`config.mk`:
```
export PLATFORM = sky130hd
export DESIGN_NAME = lc3b_core
export DESIGN_NICKNAME = d
export VERILOG_FILES = /design/src/hw/lc3b_types.sv /design/src/hw/control_rom.sv /design/src/hw/fetch_unit.sv /design/src/hw/datapath.sv /design/src/hw/instr_sequencer.sv /design/src/hw/mem_arbiter.sv /design/src/hw/lc3b_core.sv
export VERILOG_INCLUDE_DIRS = /design/src /design/src/hw
export SDC_FILE = /design/constraint.sdc
export NUM_CORES = 1
export LEC_CHECK = 0
export BUFFER_PORTS_ARGS = -buffer_cell sky130_fd_sc_hd__buf_2
export CAP_MARGIN = 20
export CORE_MARGIN = 2
export CORE_UTILIZATION = 50
export DETAILED_ROUTE_END_ITERATION = 7
export HOLD_SLACK_MARGIN = 0.12
export PLACE_DENSITY = 0.74
export SYNTH_ARGS = -nofsm -noshare
export SYNTH_HDL_FRONTEND = slang
export SYNTH_SLANG_ARGS = --single-unit
```
`constraint.sdc`:
```
create_clock -name clk -period 5.7 [get_ports clk]
set_input_delay 1.14 -clock clk [delete_from_list [all_inputs] [get_ports clk]]
set_output_delay 1.14 -clock clk [all_outputs]
set_load 0.02 [all_outputs]
```
`src/hw/lc3b_settings.svh`:
```
`ifndef LC3B_SETTINGS_SVH
`define LC3B_SETTINGS_SVH

// Data and address word width
`define LC3B_WORD_W 16

// General purpose registers R0 to R7
`define LC3B_NUM_REGS 8

// First instruction fetched after reset
`define LC3B_RESET_PC 16'h0000

`endif

```
`src/hw/lc3b_types.sv`:
```
`include "lc3b_settings.svh"

package lc3b_types;

	typedef logic [`LC3B_WORD_W-1:0] lc3b_word;
	typedef logic [$clog2(`LC3B_NUM_REGS)-1:0] lc3b_reg;

	// LC-3b opcode field, IR[15:12]
	typedef enum logic [3:0] {
		op_br   = 4'b0000,
		op_add  = 4'b0001,
		op_ldb  = 4'b0010,
		op_stb  = 4'b0011,
		op_jsr  = 4'b0100,
		op_and  = 4'b0101,
		op_ldr  = 4'b0110,
		op_str  = 4'b0111,
		op_rti  = 4'b1000,
		op_not  = 4'b1001,
		op_ldi  = 4'b1010,
		op_sti  = 4'b1011,
		op_jmp  = 4'b1100,
		op_shf  = 4'b1101,
		op_lea  = 4'b1110,
		op_trap = 4'b1111
	} lc3b_opcode;

	typedef enum logic [1:0] {alu_add, alu_and, alu_not, alu_pass} lc3b_aluop;

	// One instruction at a time, phases in this order
	typedef enum logic [2:0] {s_fetch, s_decode, s_exec, s_mem, s_wb} seq_state;

	// Mux selects, zero is the default leg
	typedef enum logic [1:0] {alumux_reg, alumux_imm5, alumux_off6} lc3b_alumux;
	typedef enum logic [1:0] {rfmux_alu, rfmux_mem, rfmux_pctgt} lc3b_regfilemux;
	typedef enum logic [1:0] {pcmux_inc, pcmux_br, pcmux_base} lc3b_pcmux;

	typedef struct packed {
		lc3b_opcode opcode;
		logic load_cc;
		logic load_regfile;
		logic load_pc;
		lc3b_alumux alumux_sel;
		lc3b_regfilemux regfilemux_sel;
		lc3b_pcmux pcmux_sel;
		lc3b_aluop alu_op;
		logic mem_read;
		logic mem_write;
	} lc3b_control_word;

	// Read and write are levels held until the response pulse
	typedef struct packed {
		logic read;
		logic write;
		lc3b_word addr;
		lc3b_word wdata;
	} mem_req_t;

	typedef struct packed {
		lc3b_word pc;
		logic wb_en;
		lc3b_reg wb_reg;
		lc3b_word wb_data;
	} retire_t;

endpackage : lc3b_types

```
`src/hw/control_rom.sv`:
```
module control_rom (
	input lc3b_types::lc3b_word inst,
	output lc3b_types::lc3b_control_word ctrl
);

	import lc3b_types::*;

	lc3b_opcode opcode;

	assign opcode = lc3b_opcode'(inst[15:12]);

	always_comb begin
		// Defaults, a no-op that touches nothing
		ctrl.opcode = opcode;
		ctrl.load_cc = 1'b0;
		ctrl.load_regfile = 1'b0;
		ctrl.load_pc = 1'b0;
		ctrl.alumux_sel = alumux_reg;
		ctrl.regfilemux_sel = rfmux_alu;
		ctrl.pcmux_sel = pcmux_inc;
		ctrl.alu_op = alu_add;
		ctrl.mem_read = 1'b0;
		ctrl.mem_write = 1'b0;

		case (opcode)
			// DR <= SR1 + SR2 or imm5
			op_add: begin
				ctrl.alu_op = alu_add;
				ctrl.load_regfile = 1'b1;
				ctrl.load_cc = 1'b1;
				if (inst[5])
					ctrl.alumux_sel = alumux_imm5;
			end

			op_and: begin
				ctrl.alu_op = alu_and;
				ctrl.load_regfile = 1'b1;
				ctrl.load_cc = 1'b1;
				if (inst[5])
					ctrl.alumux_sel = alumux_imm5;
			end

			// Only SR at [8:6] matters
			op_not: begin
				ctrl.alu_op = alu_not;
				ctrl.load_regfile = 1'b1;
				ctrl.load_cc = 1'b1;
			end

			// Address from ALU, data from memory into DR
			op_ldr: begin
				ctrl.alumux_sel = alumux_off6;
				ctrl.alu_op = alu_add;
				ctrl.mem_read = 1'b1;
				ctrl.regfilemux_sel = rfmux_mem;
				ctrl.load_regfile = 1'b1;
				ctrl.load_cc = 1'b1;
			end

			// Same address path, SR at [11:9] goes out as write data
			op_str: begin
				ctrl.alumux_sel = alumux_off6;
				ctrl.alu_op = alu_add;
				ctrl.mem_write = 1'b1;
			end

			// Taken or not is decided against CC in the datapath
			op_br: begin
				ctrl.pcmux_sel = pcmux_br;
				ctrl.load_pc = 1'b1;
			end

			op_jmp: begin
				ctrl.pcmux_sel = pcmux_base;
				ctrl.load_pc = 1'b1;
			end

			// DR <= PC+2 plus offset9 times two
			op_lea: begin
				ctrl.regfilemux_sel = rfmux_pctgt;
				ctrl.load_regfile = 1'b1;
				ctrl.load_cc = 1'b1;
			end

			// Recognized but not executed by this core
			op_shf, op_ldb, op_stb, op_jsr, op_trap, op_rti, op_ldi, op_sti: begin
				ctrl = '0;
			end

			default: begin
				ctrl = '0;
			end
		endcase
	end

endmodule : control_rom

```
`src/hw/fetch_unit.sv`:
```
`include "lc3b_settings.svh"

module fetch_unit (
	input logic clk,
	input logic rst,
	input logic fetch_start,
	input logic fetch_resp,
	input lc3b_types::lc3b_word mem_rdata,
	input logic load_pc,
	input lc3b_types::lc3b_word pc_next,
	output lc3b_types::mem_req_t fetch_req,
	output lc3b_types::lc3b_word pc,
	output lc3b_types::lc3b_word ir
);

	import lc3b_types::*;

	// Read outstanding after the start strobe
	logic pending_q;

	// Request is live in the strobe cycle itself
	assign fetch_req.read = fetch_start | pending_q;
	assign fetch_req.write = 1'b0;
	assign fetch_req.addr = pc;
	assign fetch_req.wdata = '0;

	always_ff @(posedge clk) begin
		if (rst) begin
			pending_q <= 1'b0;
			pc <= `LC3B_RESET_PC;
		end else begin
			if (fetch_resp)
				pending_q <= 1'b0;
			else if (fetch_start)
				pending_q <= 1'b1;

			// PC+2 on arrival, redirect at writeback
			if (fetch_resp)
				pc <= pc + lc3b_word'(2);
			else if (load_pc)
				pc <= pc_next;
		end
	end

	// IR holds until the next fetch returns
	always_ff @(posedge clk) begin
		if (fetch_resp)
			ir <= mem_rdata;
	end

endmodule : fetch_unit

```
`src/hw/datapath.sv`:
```
`include "lc3b_settings.svh"

module datapath (
	input logic clk,
	input logic rst,
	input lc3b_types::lc3b_control_word ctrl,
	input lc3b_types::lc3b_word ir,
	input lc3b_types::lc3b_word pc,
	input logic exec_en,
	input logic mem_start,
	input logic wb_en,
	input logic data_resp,
	input lc3b_types::lc3b_word mem_rdata,
	output lc3b_types::mem_req_t data_req,
	output logic load_pc,
	output lc3b_types::lc3b_word pc_next,
	output lc3b_types::retire_t retire
);

	import lc3b_types::*;

	lc3b_word regs [`LC3B_NUM_REGS];
	logic [2:0] cc;
	lc3b_reg dr;
	lc3b_reg sr1;
	lc3b_reg sr2;
	lc3b_word sr1_val;
	lc3b_word sr2_val;
	lc3b_word imm5_sext;
	lc3b_word off6_addr;
	lc3b_word off9_addr;
	lc3b_word alu_b;
	lc3b_word alu_result;
	lc3b_word alu_out_q;
	lc3b_word mdr_q;
	lc3b_word pc_target;
	lc3b_word wb_data;
	logic data_pend_q;
	logic data_active;
	logic br_taken;

	// Register fields, DR doubles as SR for STR and nzp for BR
	assign dr = ir[11:9];
	assign sr1 = ir[8:6];
	assign sr2 = ir[2:0];
	assign sr1_val = regs[sr1];
	assign sr2_val = regs[sr2];

	// Offsets are word offsets, so shift left once
	assign imm5_sext = lc3b_word'(signed'(ir[4:0]));
	assign off6_addr = lc3b_word'(signed'(ir[5:0])) << 1;
	assign off9_addr = lc3b_word'(signed'(ir[8:0])) << 1;

	// pc already points past this instruction
	assign pc_target = pc + off9_addr;

	always_comb begin
		case (ctrl.alumux_sel)
			alumux_imm5: alu_b = imm5_sext;
			alumux_off6: alu_b = off6_addr;
			default: alu_b = sr2_val;
		endcase

		case (ctrl.alu_op)
			alu_and: alu_result = sr1_val & alu_b;
			alu_not: alu_result = ~sr1_val;
			alu_pass: alu_result = alu_b;
			default: alu_result = sr1_val + alu_b;
		endcase

		case (ctrl.regfilemux_sel)
			rfmux_mem: wb_data = mdr_q;
			rfmux_pctgt: wb_data = pc_target;
			default: wb_data = alu_out_q;
		endcase
	end

	always_ff @(posedge clk) begin
		if (exec_en)
			alu_out_q <= alu_result;
		if (data_resp)
			mdr_q <= mem_rdata;
	end

	// Data access held from mem_start until its response
	always_ff @(posedge clk) begin
		if (rst)
			data_pend_q <= 1'b0;
		else if (data_resp)
			data_pend_q <= 1'b0;
		else if (mem_start)
			data_pend_q <= 1'b1;
	end

	assign data_active = mem_start | data_pend_q;
	assign data_req.read = data_active & ctrl.mem_read;
	assign data_req.write = data_active & ctrl.mem_write;
	assign data_req.addr = alu_out_q;
	assign data_req.wdata = regs[dr];

	// Writeback and NZP from the written value
	always_ff @(posedge clk) begin
		if (rst) begin
			for (int i = 0; i < `LC3B_NUM_REGS; i++)
				regs[i] <= '0;
			cc <= 3'b010;
		end else if (wb_en) begin
			if (ctrl.load_regfile)
				regs[dr] <= wb_data;
			if (ctrl.load_cc)
				cc <= {wb_data[`LC3B_WORD_W-1], wb_data == '0,
					!wb_data[`LC3B_WORD_W-1] && wb_data != '0};
		end
	end

	// Branch test against instruction nzp
	assign br_taken = |(ir[11:9] & cc);
	assign load_pc = wb_en & ctrl.load_pc & ((ctrl.pcmux_sel == pcmux_base) |
		((ctrl.pcmux_sel == pcmux_br) & br_taken));
	assign pc_next = (ctrl.pcmux_sel == pcmux_base) ? sr1_val : pc_target;

	assign retire.pc = pc - lc3b_word'(2);
	assign retire.wb_en = ctrl.load_regfile;
	assign retire.wb_reg = ctrl.load_regfile ? dr : '0;
	assign retire.wb_data = ctrl.load_regfile ? wb_data : '0;

endmodule : datapath

```
`src/hw/instr_sequencer.sv`:
```
module instr_sequencer (
	input logic clk,
	input logic rst,
	input lc3b_types::lc3b_control_word ctrl,
	input logic fetch_resp,
	input logic data_resp,
	output logic fetch_start,
	output logic exec_en,
	output logic mem_start,
	output logic wb_en,
	output logic retire_valid
);

	import lc3b_types::*;

	seq_state state;
	// Low only in the first cycle out of reset
	logic booted;

	always_ff @(posedge clk) begin
		if (rst) begin
			state <= s_fetch;
			booted <= 1'b0;
			fetch_start <= 1'b0;
			mem_start <= 1'b0;
		end else begin
			booted <= 1'b1;
			// Start strobes are single cycle
			fetch_start <= !booted;
			mem_start <= 1'b0;
			case (state)
				s_fetch: begin
					if (fetch_resp)
						state <= s_decode;
				end
				s_decode: state <= s_exec;
				s_exec: begin
					// No data access means straight to writeback
					if (ctrl.mem_read | ctrl.mem_write) begin
						state <= s_mem;
						mem_start <= 1'b1;
					end else begin
						state <= s_wb;
					end
				end
				s_mem: begin
					if (data_resp)
						state <= s_wb;
				end
				s_wb: begin
					state <= s_fetch;
					fetch_start <= 1'b1;
				end
				default: state <= s_fetch;
			endcase
		end
	end

	assign exec_en = (state == s_exec);
	assign wb_en = (state == s_wb);
	assign retire_valid = (state == s_wb);

endmodule : instr_sequencer

```
`src/hw/mem_arbiter.sv`:
```
module mem_arbiter (
	input logic clk,
	input logic rst,
	input lc3b_types::mem_req_t fetch_req,
	input lc3b_types::mem_req_t data_req,
	input logic mem_resp,
	output lc3b_types::mem_req_t mem_req,
	output logic fetch_resp,
	output logic data_resp
);

	logic fetch_active;
	logic data_active;
	// Grant held between first cycle and response
	logic busy_q;
	logic owner_data_q;
	logic sel_data;

	assign fetch_active = fetch_req.read | fetch_req.write;
	assign data_active = data_req.read | data_req.write;

	// Locked owner, else data wins a new tie
	assign sel_data = busy_q ? owner_data_q : data_active;

	// Pass through in the first cycle
	assign mem_req = sel_data ? data_req : fetch_req;

	// Response goes only to the granted side
	assign fetch_resp = mem_resp & !sel_data;
	assign data_resp = mem_resp & sel_data;

	always_ff @(posedge clk) begin
		if (rst) begin
			busy_q <= 1'b0;
			owner_data_q <= 1'b0;
		end else if (mem_resp) begin
			busy_q <= 1'b0;
		end else if (!busy_q && (fetch_active || data_active)) begin
			busy_q <= 1'b1;
			owner_data_q <= data_active;
		end
	end

endmodule : mem_arbiter

```
`src/hw/lc3b_core.sv`:
```
module lc3b_core (
	input logic clk,
	input logic rst,
	output lc3b_types::mem_req_t mem_req,
	input lc3b_types::lc3b_word mem_rdata,
	input logic mem_resp,
	output lc3b_types::retire_t retire,
	output logic retire_valid
);

	import lc3b_types::*;

	lc3b_control_word ctrl;
	mem_req_t fetch_req;
	mem_req_t data_req;
	lc3b_word pc;
	lc3b_word ir;
	lc3b_word pc_next;
	logic load_pc;
	logic fetch_resp;
	logic data_resp;
	logic fetch_start;
	logic exec_en;
	logic mem_start;
	logic wb_en;

	fetch_unit fetch (.clk(clk), .rst(rst), .fetch_start(fetch_start),
		.fetch_resp(fetch_resp), .mem_rdata(mem_rdata), .load_pc(load_pc),
		.pc_next(pc_next), .fetch_req(fetch_req), .pc(pc), .ir(ir));

	control_rom rom (.inst(ir), .ctrl(ctrl));

	datapath dp (.clk(clk), .rst(rst), .ctrl(ctrl), .ir(ir), .pc(pc),
		.exec_en(exec_en), .mem_start(mem_start), .wb_en(wb_en), .data_resp(data_resp),
		.mem_rdata(mem_rdata), .data_req(data_req), .load_pc(load_pc),
		.pc_next(pc_next), .retire(retire));

	instr_sequencer seq (.clk(clk), .rst(rst), .ctrl(ctrl), .fetch_resp(fetch_resp),
		.data_resp(data_resp), .fetch_start(fetch_start), .exec_en(exec_en),
		.mem_start(mem_start), .wb_en(wb_en), .retire_valid(retire_valid));

	mem_arbiter arb (.clk(clk), .rst(rst), .fetch_req(fetch_req), .data_req(data_req),
		.mem_resp(mem_resp), .mem_req(mem_req), .fetch_resp(fetch_resp),
		.data_resp(data_resp));

endmodule : lc3b_core

```
==> flow_metrics.env, run 1 <==
export IMPL_outcome="finished clean"
export IMPL_required_ns=4.56
export IMPL_min_delay_start="seq.booted$_DFF_P_"
export IMPL_cp_slowest_cell="dfxtp_1"
export IMPL_hold_depth=1
export IMPL_cts_clk_slew_worst_paths_ns=0.06
export IMPL_critPathCaptureType="output pin"
export IMPL_io_pins=90
export IMPL_register_area_sq_um=6050
export IMPL_crit_type="flop to output pin"
export IMPL_route_vias_total=11200
export IMPL_multi_input_area_sq_um=7250
export IMPL_cts_root_buffer="clkbuf_16"
export IMPL_netlist_area_sq_um=13800
export IMPL_nNetsFinal=1404
export IMPL_path_max_fanout=9
export IMPL_finalWorstSetupSlack_ns=0.522
export IMPL_drtAntennaViolNets=0
export IMPL_post_cts_resized=0
export IMPL_grt_pass1_vias=10800
export IMPL_critPathLaunchType="flop"
export IMPL_period_needed_ns=5.18
export IMPL_viasPerCell=6.55
export IMPL_skew_ns=0.0231
export IMPL_rows=60
export IMPL_synth_net_count=1346
export IMPL_cts_hold_buf=0
export IMPL_synth_cell_types=71
export IMPL_syn_to_final_growth_pct=11.9
export IMPL_synth_edf_count=176
export IMPL_routed_wl_microns=41700
export IMPL_detailed_place_hpwl_microns=28800
export IMPL_first_iter_violations=1668
export IMPL_hold_violations=0
export IMPL_crit_arrival_ns=4.04
export IMPL_die_x_microns=170
export IMPL_grt_overflow=0
export IMPL_fmax_mhz=193
export IMPL_rsz0062_at_grt="false"
export IMPL_fin_crit_sh_pct=90.8
export IMPL_ys_seq_area_share_pct=43.9
export IMPL_die_area_sq_um=28900
export IMPL_synthTopCellsByCount="nor2_1 (231), edfxtp_1 (176), nand2_1 (145)"
export IMPL_gp_congestion=0.967
export IMPL_die_h_microns=170
export IMPL_postSynthCellCount=1289
export IMPL_tightest_slew_ns=1.07
export IMPL_fin_setup_tns_ns=0
export IMPL_yosysMostFrequentCell="nor2_1"
export IMPL_post_cts_buffers=0
export IMPL_final_layout_size_suffix_gt1_share_pct=22.6
export IMPL_start_util_pct=51.0
export IMPL_firstDrtPassIters=6
export IMPL_r2r_start="fetch.ir[13]$_DFFE_PP_"
export IMPL_vdd_ir_drop_max_uv=265
export IMPL_ys_flop_type="edfxtp_1"
export IMPL_max_cap_viol_count=0
export IMPL_htreeDepth=1
export IMPL_p_per_area_nw_per_um2=289
export IMPL_synth_top_area_cell="edfxtp_1"
export IMPL_ys_warn_count=0
export IMPL_numCtsBuffers=24
export IMPL_reg2regPathDepth=17
export IMPL_fin_util_pct=57.0
export IMPL_antenna_cells=0
export IMPL_antenna_found_initial=0
export IMPL_setup_viol=0
export IMPL_rrSetupSlack_ns=0.97
export IMPL_coreArea_sq_um=27000
export IMPL_synth_top_cell_area_share_pct=38.4
export IMPL_finalMaxSlewViolations=0
export IMPL_fillCellCount=2297
export IMPL_relSlewSlack_pct=28.8
export IMPL_grt_max_degree=34
export IMPL_min_to="seq.fetch_start$_SDFF_PP0_"
export IMPL_synth_seq_cells=214
export IMPL_port_buffers=89
export IMPL_clk_path_buf_depth=3
export IMPL_synth_area_leaders="edfxtp_1 (38%), mux4_2 (15%), nor2_1 (6.3%)"
export IMPL_leakage_nw=6.05
export IMPL_cts_sinks=214
export IMPL_cts_tree="done"
export IMPL_r2r_end="dp.alu_out_q[15]$_DFFE_PN_"
export IMPL_clk_latency_ns=0.54
export IMPL_place_ws_ns=1.04
export IMPL_synthArstFlopShare_pct=0
export IMPL_avgSynthCellArea_sq_um=10.7
export IMPL_grt_usage_pct=29.2
export IMPL_drc=0
export IMPL_crit_chain="ha_1 > inv_1 > fa_1 > nor2b_1 > o21a_1 > o21ai_0 > a211o_1 > a21boi_0 > o31a_1 > mux2i_1 > and2_1 > nor2_1 > buf_2"
export IMPL_max_stage_delay_ns=0.48
export IMPL_post_drt_wl_per_cell_microns=24.5
export IMPL_hp_class="flop to flop"
export IMPL_grt_pass1_wl_microns=63800
metrics by stage:
| step | hold slack [ns] | power, mW | instance area, sq um | std cells |
|---|---|---|---|---|
| finish | 0.412 | 4.45 | 15400 | 1706 |
| detailed placement | 0.406 | 2.85 | 14600 | 1660 |
| CTS | 0.414 | 4.43 | 15400 | 1704 |
| floorplan | 0.385 | 2.57 | 13800 | 1289 |
| global placement | 0.387 | 2.83 | 14600 | 1660 |
| global route | 0.433 | 4.61 | 15400 | 1706 |
routing by layer:
layer  part of all wire [%]  GRT usage (%)  routed length, microns
met5                      0              0                       0
met4                    3.3           10.3                    1390
met3                    9.8           4.63                    4100
met2                     48           49.0                   20000
met1                     39           38.9                   16200
cells in the final DEF, fill, tap and decap left out, types with 5 or more instances in the layout:
cell type  netlist  layout
mux4_2          92      92
dfxtp_1         38      35
o31ai_1          5       5
o21a_1           6       6
o21ai_0         46      46
a31oi_1         29      29
edfxtp_1       176     176
a21o_1           9       9
clkinv_2         0       6
mux2i_1         34      33
buf_4            1      39
o22ai_1         12      12
nand3_1         22      22
and3_1           9       9
ha_1            36      36
nor3_1          15      15
buf_2            8      89
a221oi_1         9       9
inv_1           30      30
a211oi_1         6       6
nor4_1           5       5
nor2b_1         16      16
xnor2_1         17      17
a22oi_1          6       6
o221a_2          5       5
nor2_1         231     231
or3_1            6       6
a21oi_1         53      53
nand2b_1         9       9
mux2_2          28      28
nand2_1        145     145
o211ai_1         5       5
clkbuf_16        0      25
xor2_1          19      19
layout make-up:
class	count	area share, %
clock buffer	27	4.11
tap	341	2.77
multi-input combinational	947	47.0
inverter	31	0.755
sequential	214	39.2
timing repair buffer	129	4.92
clock inverter	17	1.16
worst max-delay path: cells and delay by family, from the launching register on:
family	cells	cell delay, ns
buffers and inverters	2	0.23
AO/OA/AOI/OAI	5	1.08
AND/OR/NAND/NOR	3	0.65
adder cells (fa/ha/maj)	2	0.64
flip-flops	1	0.48
multiplexers	1	0.43
flip-flops by register name (all words and copies together) (netlist names), named ones only:
register and flops:
fetch.ir 16, seq.mem_start 1, arb.owner_data_q 1, fetch.pc 16, fetch.pending_q 1, arb.busy_q 1, seq.fetch_start 1, seq.state 3
dp.cc 3, dp.regs 128, seq.booted 1, dp.mdr_q 16, dp.data_pend_q 1, dp.alu_out_q 16
report_power, final:
group	switching [mW]	total (mW)	internal, mW
combinational	0.583	0.998	0.415
clock	0.676	1.61	0.939
sequential	0.0779	1.84	1.76
total	1.34	4.45	3.12
logic make-up after synthesis:
family	Yosys count	synth area share, %
buffers and inverters	128	3.59
adder cells (fa/ha/maj)	38	3.56
AO/OA/AOI/OAI	232	11.2
flip-flops	214	43.9
AND/OR/NAND/NOR	482	14.9
XOR/XNOR	36	2.29
multiplexers	159	20.6
worst max path at each step:
stage | startpoint | to
2_1_floorplan | fetch.ir[13]$_DFFE_PP_ | dp.alu_out_q[15]$_DFFE_PN_
3_3_place_gp | fetch.ir[13]$_DFFE_PP_ | dp.alu_out_q[15]$_DFFE_PN_
3_5_place_dp | fetch.ir[13]$_DFFE_PP_ | dp.alu_out_q[15]$_DFFE_PN_
4_1_cts | fetch.pc[1]$_SDFFE_PP0P_ | retire[15]
5_1_grt | fetch.pc[1]$_SDFFE_PP0P_ | retire[15]
6_report | fetch.pc[1]$_SDFFE_PP0P_ | retire[15]
Power figures use the tool's default switching activity.
==> run 2, diff against run 1 <==
ABC_AREA = 1   (was not set)
==> flow_metrics.env, run 2 <==
export IMPL_outcome="finished clean"
export IMPL_crit_type="flop to output pin"
export IMPL_endpoint="retire[0]"
export IMPL_reg2regPathDepth=15
export IMPL_synth_top_cell_area_share_pct=36.6
export IMPL_synth_top_area_cell="edfxtp_1"
export IMPL_die_x_microns=174
export IMPL_grt_pass1_wl_microns=79700
export IMPL_cts_tree="done"
export IMPL_crit_chain="inv_1 > nand3_1 > nor2_1 > inv_1 > ha_1 > inv_1 > o21ai_0 > clkinv_1 > nor2_1 > buf_2"
export IMPL_synthArstFlopShare_pct=0
export IMPL_tightest_slew_ns=1.17
export IMPL_syn_to_final_growth_pct=9.91
export IMPL_synth_net_count=1974
export IMPL_first_iter_violations=2588
export IMPL_die_area_sq_um=30200
export IMPL_fillCellCount=2713
export IMPL_stdcell_area_sq_um=15900
export IMPL_viasPerCell=6.27
export IMPL_clk_latency_ns=0.54
export IMPL_required_ns=4.56
export IMPL_largest_register="dp.regs"
export IMPL_setup_viol=0
export IMPL_critPathCaptureType="output pin"
export IMPL_final_cell_mix="nand2_1 (358), nor2_1 (285), o21ai_0 (226)"
export IMPL_synth_seq_cells=214
export IMPL_crit_path_start="fetch.ir[12]$_DFFE_PP_"
export IMPL_start_util_pct=50.6
export IMPL_drtAntennaViolNets=0
export IMPL_min_delay_start="seq.booted$_DFF_P_"
export IMPL_routed_wl_microns=53500
export IMPL_post_cts_resized=0
export IMPL_ys_seq_area_share_pct=41.9
export IMPL_finalMaxSlewViolations=0
export IMPL_synth_edf_count=176
export IMPL_post_cts_buffers=0
export IMPL_drc=0
export IMPL_synth_area_leaders="edfxtp_1 (37%), nand2_1 (9.3%), o21ai_0 (7.8%)"
export IMPL_p_per_area_nw_per_um2=314
export IMPL_netlist_area_sq_um=14400
export IMPL_io_pins=90
export IMPL_rows=62
export IMPL_grt_usage_pct=34.3
export IMPL_fmax_mhz=216
export IMPL_vdd_ir_drop_max_uv=264
export IMPL_cp_slowest_cell="ha_1"
export IMPL_detailed_place_hpwl_microns=36900
export IMPL_period_needed_ns=4.63
export IMPL_nNetsFinal=2007
export IMPL_max_stage_delay_ns=0.60
export IMPL_largest_register_ffs=128
export IMPL_port_buffers=89
export IMPL_r2r_end="dp.alu_out_q[14]$_DFFE_PN_"
export IMPL_ys_flop_type="edfxtp_1"
export IMPL_post_drt_wl_per_cell_microns=22.7
export IMPL_firstDrtPassIters=7
export IMPL_yosysMostFrequentCell="nand2_1"
export IMPL_mostFrequentLayoutCell="nand2_1"
export IMPL_fin_setup_tns_ns=0
export IMPL_synth_cell_types=56
export IMPL_coreArea_sq_um=28500
export IMPL_crit_arrival_ns=3.49
export IMPL_path_max_fanout=18
export IMPL_cts_hold_buf=0
export IMPL_avgSynthCellArea_sq_um=7.53
export IMPL_numCtsBuffers=24
export IMPL_synthTopCellsByCount="nand2_1 (358), nor2_1 (285), o21ai_0 (226)"
export IMPL_cp_common_cell="inv_1"
export IMPL_multi_input_area_sq_um=7150
export IMPL_skew_ns=0.0113
export IMPL_register_area_sq_um=6050
export IMPL_critPathLaunchType="flop"
export IMPL_grt_overflow=0
export IMPL_fin_crit_sh_pct=81.2
export IMPL_hp_class="flop to flop"
export IMPL_relSlewSlack_pct=21.7
export IMPL_leakage_nw=6.74
export IMPL_clk_path_buf_depth=3
export IMPL_grt_max_degree=77
export IMPL_rrSetupSlack_ns=1.53
export IMPL_cts_root_buffer="clkbuf_16"
export IMPL_htreeDepth=1
export IMPL_hold_violations=0
export IMPL_max_cap_viol_count=0
export IMPL_route_vias_total=14800
export IMPL_place_area_sq_um=15000
export IMPL_rsz0062_at_grt="false"
export IMPL_gp_congestion=1.01
export IMPL_die_h_microns=174
export IMPL_cts_sinks=214
export IMPL_ys_warn_count=0
export IMPL_antenna_found_initial=1
export IMPL_cts_clk_slew_worst_paths_ns=0.06
export IMPL_grt_pass1_vias=13700
export IMPL_r2r_start="fetch.ir[13]$_DFFE_PP_"
export IMPL_final_layout_size_suffix_gt1_share_pct=10.3
export IMPL_postSynthCellCount=1917
run 2: cell count changes in the layout (fill, tap and decap cells not counted), moves of 16 or more:
cell      delta
nand2_1    +213
a21oi_1    +134
mux4_2      -92
mux2_2      -28
o21ai_0    +180
nor2b_1     -16
o211ai_1    +16
inv_1      +142
mux2i_1     -29
nor2_1      +54
nand3_1     +70
run 2: where the power goes:
| group | internal, mW | leakage (nW) | switching [mW] | total (mW) |
|---|---|---|---|---|
| registers | 1.79 | 2.08 | 0.0890 | 1.88 |
| clock network | 0.940 | 0.388 | 0.678 | 1.62 |
| logic | 0.431 | 4.27 | 1.04 | 1.47 |
| total | 3.16 | 6.74 | 1.81 | 4.98 |
run 2: worst min-delay path by stage:
stage | to | slack (ns) | cells after the start
6_report | seq.fetch_start$_SDFF_PP0_ | 0.42 | 1
5_1_grt | seq.fetch_start$_SDFF_PP0_ | 0.46 | 1
4_1_cts | seq.fetch_start$_SDFF_PP0_ | 0.41 | 1
3_5_place_dp | seq.fetch_start$_SDFF_PP0_ | 0.40 | 1
3_3_place_gp | seq.fetch_start$_SDFF_PP0_ | 0.40 | 1
2_1_floorplan | seq.fetch_start$_SDFF_PP0_ | 0.39 | 1
run 2: cells by family (layout without fill, tap and decap cells):
kind of cell,after synthesis,count (layout),share of synthesized area (%)
flip-flops,214,214,41.9
other,0,1,0
buffers and inverters,300,351,8.67
AND/OR/NAND/NOR,793,793,22.5
XOR/XNOR,22,22,1.34
adder cells (fa/ha/maj),38,38,3.40
multiplexers,5,5,0.355
AO/OA/AOI/OAI,545,545,21.8
run 2: metrics by stage:
| step | setup slack (ns) | utilization [%] | instances | hold WS, ns | power [mW] |
|---|---|---|---|---|---|
| finish | 1.07 | 55.6 | 2353 | 0.416 | 4.98 |
| global route | 0.780 | 55.6 | 2352 | 0.457 | 5.13 |
| CTS | 1.09 | 55.5 | 2351 | 0.411 | 4.89 |
| detailed placement | 1.66 | 52.7 | 2307 | 0.402 | 3.32 |
| global placement | 1.74 | 52.7 | 2307 | 0.400 | 3.30 |
| floorplan | 2.34 | - | 1917 | 0.389 | 2.85 |
run 2: metal layers:
| layer | global-route usage, % | share of wire [%] | vias up |
|---|---|---|---|
| met3 | 10.0 | 15 | 227 |
| met1 | 46.0 | 37 | 6789 |
| li1 | - | - | 6617 |
| met4 | 17.3 | 5.3 | 2 |
| met2 | 50.8 | 42 | 1127 |
| met5 | 0 | 0.021 | - |
run 2: area by class of cell:
class	count	area share (%)
Clock buffer	30	4.06
Sequential cell	214	38.1
Timing Repair Buffer	116	4.21
Clock inverter	14	0.978
Multi-Input combinational cell	1403	45.1
Antenna cell	1	0.0158
Inverter	191	4.52
Tap cell	384	3.03
run 2: worst max-delay path: cells and delay by family (launching register included):
family                     cells  cell delay [ns]
AOI/OAI and AO/OA              1             0.40
adders and majority gates      1             0.60
buffers and inverters          5             1.07
DFF                            1             0.40
and+or+nand+nor                3             0.47
